**src/logic/overlay_defs.svh**
```systemverilog
`ifndef OVERLAY_DEFS_SVH
`define OVERLAY_DEFS_SVH

// ~~~~~~~~~~~~~~~~~~~~~~~~~~~~~~~~~~~~~~~~~~~~~~~~~~~~~~~~~~~~~~~~~~~~~~
// active frame geometry
// ~~~~~~~~~~~~~~~~~~~~~~~~~~~~~~~~~~~~~~~~~~~~~~~~~~~~~~~~~~~~~~~~~~~~~~
`define OVL_H_ACT   1280                        // pixels per line
`define OVL_V_ACT   720                         // lines per frame
`define OVL_X_W     ($clog2(`OVL_H_ACT))
`define OVL_Y_W     ($clog2(`OVL_V_ACT))

// ~~~~~~~~~~~~~~~~~~~~~~~~~~~~~~~~~~~~~~~~~~~~~~~~~~~~~~~~~~~~~~~~~~~~~~
// box table
// ~~~~~~~~~~~~~~~~~~~~~~~~~~~~~~~~~~~~~~~~~~~~~~~~~~~~~~~~~~~~~~~~~~~~~~
`define OVL_N_BOX   4
`define OVL_IDX_W   ((`OVL_N_BOX > 1) ? $clog2(`OVL_N_BOX) : 1)
`define OVL_BORDER  1                           // outline thickness

`endif
```
**src/logic/overlay_pkg.sv**
```systemverilog
package overlay_pkg;

    `include "overlay_defs.svh"

    typedef logic [`OVL_X_W-1:0] coord_x_t;
    typedef logic [`OVL_Y_W-1:0] coord_y_t;

    typedef struct packed {
        logic [7:0] r;
        logic [7:0] g;
        logic [7:0] b;
    } rgb_t;

    // one outline entry, corners inclusive
    typedef struct packed {
        logic     enable;
        coord_x_t x0;
        coord_x_t x1;
        coord_y_t y0;
        coord_y_t y1;
        rgb_t     color;
    } box_t;

    typedef enum logic [1:0] {
        FLD_START  = 2'd0,                      // x0 / y0
        FLD_END    = 2'd1,                      // x1 / y1
        FLD_COLOR  = 2'd2,
        FLD_ENABLE = 2'd3
    } cfg_field_e;

endpackage : overlay_pkg

```
**src/logic/box_regfile.sv**
```systemverilog
`timescale 1ns/1ps

`include "overlay_defs.svh"

module box_regfile
    import overlay_pkg::*;
(
    input  logic                        clk,
    input  logic                        i_arst_n,
    input  logic                        i_cfg_we,
    input  logic [`OVL_IDX_W-1:0]       i_cfg_idx,
    input  cfg_field_e                  i_cfg_sel,
    input  logic [31:0]                 i_cfg_data,
    input  logic                        i_frame_start,
    output box_t [`OVL_N_BOX-1:0]       o_boxes
);

    box_t [`OVL_N_BOX-1:0] shadow_q;            // written by config
    box_t [`OVL_N_BOX-1:0] live_q;              // seen by the overlay

    // ~~~~~~~~~~~~~~~~~~~~~~~~~~~~~~~~~~~~~~~~~~~~~~~~~~~~~~~~~~~~~~~~~~~~~~
    // shadow table, one field per write
    // ~~~~~~~~~~~~~~~~~~~~~~~~~~~~~~~~~~~~~~~~~~~~~~~~~~~~~~~~~~~~~~~~~~~~~~
    always_ff @(posedge clk or negedge i_arst_n) begin
        if (!i_arst_n) begin
            shadow_q <= '0;
        end else if (i_cfg_we) begin
            case (i_cfg_sel)
                FLD_START: begin
                    shadow_q[i_cfg_idx].x0 <= i_cfg_data[`OVL_X_W-1:0];
                    shadow_q[i_cfg_idx].y0 <= i_cfg_data[16 +: `OVL_Y_W];
                end
                FLD_END: begin
                    shadow_q[i_cfg_idx].x1 <= i_cfg_data[`OVL_X_W-1:0];
                    shadow_q[i_cfg_idx].y1 <= i_cfg_data[16 +: `OVL_Y_W];
                end
                FLD_COLOR: begin
                    shadow_q[i_cfg_idx].color <= rgb_t'(i_cfg_data[23:0]);
                end
                FLD_ENABLE: begin
                    shadow_q[i_cfg_idx].enable <= i_cfg_data[0];
                end
                default: begin
                    shadow_q <= shadow_q;
                end
            endcase
        end
    end

    // ~~~~~~~~~~~~~~~~~~~~~~~~~~~~~~~~~~~~~~~~~~~~~~~~~~~~~~~~~~~~~~~~~~~~~~
    // commit at frame start
    // ~~~~~~~~~~~~~~~~~~~~~~~~~~~~~~~~~~~~~~~~~~~~~~~~~~~~~~~~~~~~~~~~~~~~~~
    always_ff @(posedge clk or negedge i_arst_n) begin
        if (!i_arst_n)
            live_q <= '0;
        else if (i_frame_start)
            live_q <= shadow_q;                 // same-cycle write waits a frame
    end

    assign o_boxes = live_q;

    a_idx_range: assert property (@(posedge clk) disable iff (!i_arst_n)
        i_cfg_we |-> (i_cfg_idx < `OVL_N_BOX))
        else $error("box_regfile: write to box %0d beyond table", i_cfg_idx);

    a_sel_known: assert property (@(posedge clk) disable iff (!i_arst_n)
        i_cfg_we |-> !$isunknown(i_cfg_sel))
        else $error("box_regfile: field select unknown during write");

endmodule : box_regfile

```
**config.mk**
```make
export PLATFORM = sky130hd
export DESIGN_NAME = box_regfile
export DESIGN_NICKNAME = d
export VERILOG_FILES = /design/src/logic/overlay_pkg.sv /design/src/logic/box_regfile.sv
export VERILOG_INCLUDE_DIRS = /design/src /design/src/logic
export SDC_FILE = /design/constraint.sdc
export NUM_CORES = 1
export LEC_CHECK = 0
export ABC_AREA = 0
export CAP_MARGIN = 40
export CORE_MARGIN = 1
export CORE_UTILIZATION = 60
export CTS_BUF_LIST = sky130_fd_sc_hd__clkbuf_4
export DETAILED_ROUTE_END_ITERATION = 7
export DONT_BUFFER_PORTS = 1
export GPL_ROUTABILITY_DRIVEN = 0
export PLACE_DENSITY_LB_ADDON = 0.15
export RECOVER_POWER = 50
export SLEW_MARGIN = 20
export SYNTH_ARGS = -nofsm -noshare
export SYNTH_HDL_FRONTEND = slang
export SYNTH_SLANG_ARGS = --single-unit
```
**constraint.sdc**
```tcl
create_clock -name clk -period 1.13 [get_ports clk]
set_clock_uncertainty 0.15 [all_clocks]
set_input_delay 0.1695 -clock clk [delete_from_list [all_inputs] [get_ports clk]]
set_output_delay 0.1695 -clock clk [all_outputs]
set_load 0.05 [all_outputs]
```
Word level (Yosys, flattened, before mapping)
Index checks and enable logic that the tools add are counted.

word-level totals
  register bits = 536
  input bits = 40
  word-level logic and storage cells = 90

cells by class
  magnitude comparators = 2
  equal/unequal tests = 3
  mux-type cells = 19
  reductions and logical operators = 2

operators with widths
  kind                count
  $bwmux 268          6
  $pmux 268 s4        1
  $demux 67 s2        6
  $mux 67             1
  $mux 66             1
  $mux 55             1
  $mux 44             1
  $mux 34             1
  $mux 24             1
  $eq 2x2->1 const B  2
  $lt 2x3->1 const B  1
  $eq 2x1->1 const B  1
  $ge 2x1->1 const B  1
  $logic_not 2->1     1
  $logic_and 1x1->1   1

Depth between registers and ports, before layout
  word-level depth = 7
  depth in mapped cells = 5
  gate-level depth less buffers = 3

Least setup slack after synthesis
Ideal clock, no wire load.

  path type = input to register
  start point = input port i_cfg_sel[0]
  end point = register with a tool-made name
  setup time = 0.125 ns
  data arrival time = 1.365 ns
  slack = -0.510 ns
  cell stages on the path = 5
  cells stage by stage = buf_4 -> nand3b_1 -> nor3b_4 -> buf_6 -> mux2_2

RTL lines
  element             line               RTL
  start: declaration  box_regfile.sv:12  input cfg_field_e i_cfg_sel,

Final worst setup path
  start point = register live_q, in the netlist o_boxes[67]
  end point = output port o_boxes[67] in the netlist's numbering

RTL lines
  element                   line               RTL
  start: declaration        box_regfile.sv:19  box_t [`OVL_N_BOX-1:0] live_q;
  start signal: assignment  box_regfile.sv:57  live_q <= shadow_q;
  end: declaration          box_regfile.sv:15  output box_t [`OVL_N_BOX-1:0] o_boxes

No word-level cell between the ends.

==> run_results.csv <==
group,metric,value,unit
synthesis,synthFlopType,"dfrtp_1",
timing,period_share,153.5,%
synthesis,yosysSeqAreaShare,66.76,%
place,dp_hpwl,26.99,mm
clock_network,cts_buffers,137,
worst_setup_path,arrival,1410,ps
grt,gr-total-overflow,0,
worst_setup_path,critPathTopFamily,"flip-flops",
clock_network,cts_num_sinks,536,
pwr,seq_power_share,39.4,%
synthesis,async_flop_share,100.0,%
synthesis,syn_nets,1217,
route,routed_wirelength,55.02,mm
cells_and_area,fin_util,85.88,%
grt,grt_pass1_wl,79.06,mm
synthesis,yosysTopAreaCell,"dfrtp_1",
pwr,comb_power_share,37.3,%
route,antenna_left,0,
grt,grt_pass1_vias,13450,
pwr,p_int,0.04548,W
place,io_buffers,0,
clock_network,path_clk_slew,90,ps
synthesis,synth_cell_types,25,
floorplan,core.rowCount,66,
worst_setup_path,startpoint_type,"flip-flop",
worst_setup_path,critPathKind,"flip-flop to output port",
timing,relSlewSlack,-13.10,%
route,first_iter_violations,812,
worst_setup_path,cp_slowest_cell,"dfrtp_2",
floorplan,die_w,185.0,um
grt,track_usage,31.20,%
floorplan,dieArea,34220,um^2
route,route.detailed.drc,0,
pwr,leakage,13.76,nW
status,outcome,"finished with violations",
synthesis,synth_top_area_share,66.76,%
timing,finalSetupViolCount,383,
worst_setup_path,r2r_start,"o_boxes[127]",
worst_setup_path,startpoint,"o_boxes[67]",
clock_network,cts_tree,"yes",
clock_network,cts_max_path_buffers,3,
pwr,power.density,2534,nW/um^2
clock_network,htreeDepth,4,
pwr,swShare,36.08,%
timing,hold_viol_final,816,
pwr,ir_drop,1719,uV
clock_network,clock_latency,800,ps
synthesis,syn_area_per_cell,17.07,um^2
worst_setup_path,critical-path-max-stage-delay,440,ps
synthesis,syn_area,20090,um^2
hold_path,hp-class,"input port to asynchronous set/reset pin",
status,failed_checks,"negative hold slack, max-slew violations, negative setup slack",
synthesis,ys_ff_latch,536,
flow_run,drv_cap,0,
pwr,p_clk_share,23.3,%
synthesis,netlist_instances,1177,
worst_setup_path,cp_max_fo,2,
timing,max_freq,576.5,MHz
floorplan,fp.dieH,185.0,um
synthesis,synth-edff-count,0,
timing,period_needed,1734,ps
floorplan,core,32700,um^2
clock_network,cts_root_buf,"clkbuf_4",
route,routed_via_density,5.488,
grt,grt_max_degree,537,
timing,worst_pin_slew,1697,ps
worst_setup_path,crit_required,810,ps
timing,final_max_slew_viol_count,171,
route,firstDrtPassIters,4,
worst_setup_path,path_buf_inv,1,
floorplan,initial_core_util,61.44,%
timing,whs,-1090,ps
cells_and_area,final_layout_size_suffix_gt1_share,72.19,%
floorplan,num_io_pins,308,
synthesis,yosysWarnings,0,
timing,worst_slack,-604.5,ps
timing,grt_setup_unrepaired,"true",
worst_setup_path,crit_chain,"buf_6",
cells_and_area,final_nets,1790,
worst_setup_path,worstSetupEndpointType,"output port",
cells_and_area,syn_to_final_growth,39.78,%
grt,antenna_found_initial,6,
route,wl_per_cell,24.00,um
pwr,switching_power,0.02567,W
timing,tns,-166700,ps
route,vias,12580,
synthesis,synthTopCellsByArea,"dfrtp_1 67%, mux2_2 29%, mux2_4 1.5%",
## layout make-up
cell class | instances | area [um^2]
Tap cell | 442 | 553.0
Inverter | 1 | 3.754
Antenna cell | 3 | 7.507
Clock inverter | 21 | 81.33
Fill cell | 1445 | 4618
Timing Repair Buffer | 512 | 5142
Clock buffer | 216 | 1622
Multi-Input combinational cell | 562 | 7151
Sequential cell | 536 | 13520
## layout by cell type (no fill, tap or decap), types with 2 or more instances in the layout
cell | Yosys | layout
buf_12 | 0 | 9
buf_4 | 4 | 182
buf_6 | 4 | 280
buf_8 | 0 | 7
clkbuf_2 | 0 | 2
clkbuf_4 | 0 | 216
clkinv_1 | 0 | 18
clkinv_2 | 0 | 2
dfrtp_1 | 536 | 448
dfrtp_2 | 0 | 88
diode_2 | 0 | 3
dlygate4sd3_1 | 0 | 29
dlymetal6s2s_1 | 0 | 2
mux2_1 | 4 | 2
mux2_2 | 512 | 296
mux2_4 | 20 | 238
nand2_2 | 1 | 2
nand3_1 | 4 | 3
nand3b_1 | 2 | 2
nor2_1 | 4 | 3
## path summary, 6_finish.rpt
kind	cells past startpoint	to	slack, ps
max	1	o_boxes[67]	-600
min	0	asynchronous set/reset pin	-1090
max reg2reg	3	o_boxes[127]	-120
min reg2reg	1	o_boxes[249]	320
max in group asynchronous	0	o_boxes[151]	400
min in group clk	1	o_boxes[163]	-600
## cells in the mapped netlist, drive strengths merged (2+ instances only)
master,number
clkbuf,26
nand2,3
mux2,536
nand3b,2
buf,52
nor3b,3
nand3,4
nor2,5
dfrtp,536
nor3,3
## power groups by stage
stage          Clock [W]  Sequential (W)  Combinational (W)
6_report          0.0166          0.0280             0.0265
3_3_place_gp           0          0.0273             0.0206
3_5_place_dp           0          0.0275             0.0210
2_1_floorplan          0          0.0362            0.00635
5_1_grt           0.0179          0.0284             0.0274
4_1_cts           0.0165          0.0276             0.0249
## kinds of logic (layout without fill, tap and decap cells)
group,after synthesis,count (layout),share of synthesized area [%]
buffers and inverters,79,750,1.974
flip-flops,536,536,66.76
multiplexers,536,536,30.42
AND/OR/NAND/NOR,26,26,0.8471
other,0,3,0
## per-stage QoR
step | area [um^2] | hold slack [ps] | worst slack, ps | instances | total power [W]
after floorplan | 21540 | -276.1 | -499.1 | 1177 | 0.04257
after global placement | 23490 | -257.1 | -386.6 | 1828 | 0.04785
after detailed placement | 23490 | -258.6 | -417.5 | 1828 | 0.04848
after CTS | 27460 | -1117 | -633.7 | 2220 | 0.06898
after global routing | 28080 | -1141 | -669.9 | 2293 | 0.07373
final | 28080 | -1090 | -604.5 | 2293 | 0.07115
## metal layers
| layer | track usage [%] | part of all wire [%] | vias up |
|---|---|---|---|
| met2 | 51.26 | 51 | 453 |
| met1 | 38.30 | 39 | 6646 |
| met3 | 9.261 | 6.4 | 121 |
| met5 | 0 | 0 | - |
| li1 | - | - | 5364 |
| met4 | 13.88 | 3.1 | 0 |
## timing repair
| item | 4_1_cts | 5_1_grt |
|---|---|---|
| buffers inserted | 123 | 67 |
| endpoints found under the hold margin | 1072 | 827 |
| hold buffers | 32 | 2 |
| setup endpoints to repair | 268 | 535 |
| resized for setup | 273 | 32 |
| pin swaps | 0 | 1 |
Power figures use the tool's default switching activity.
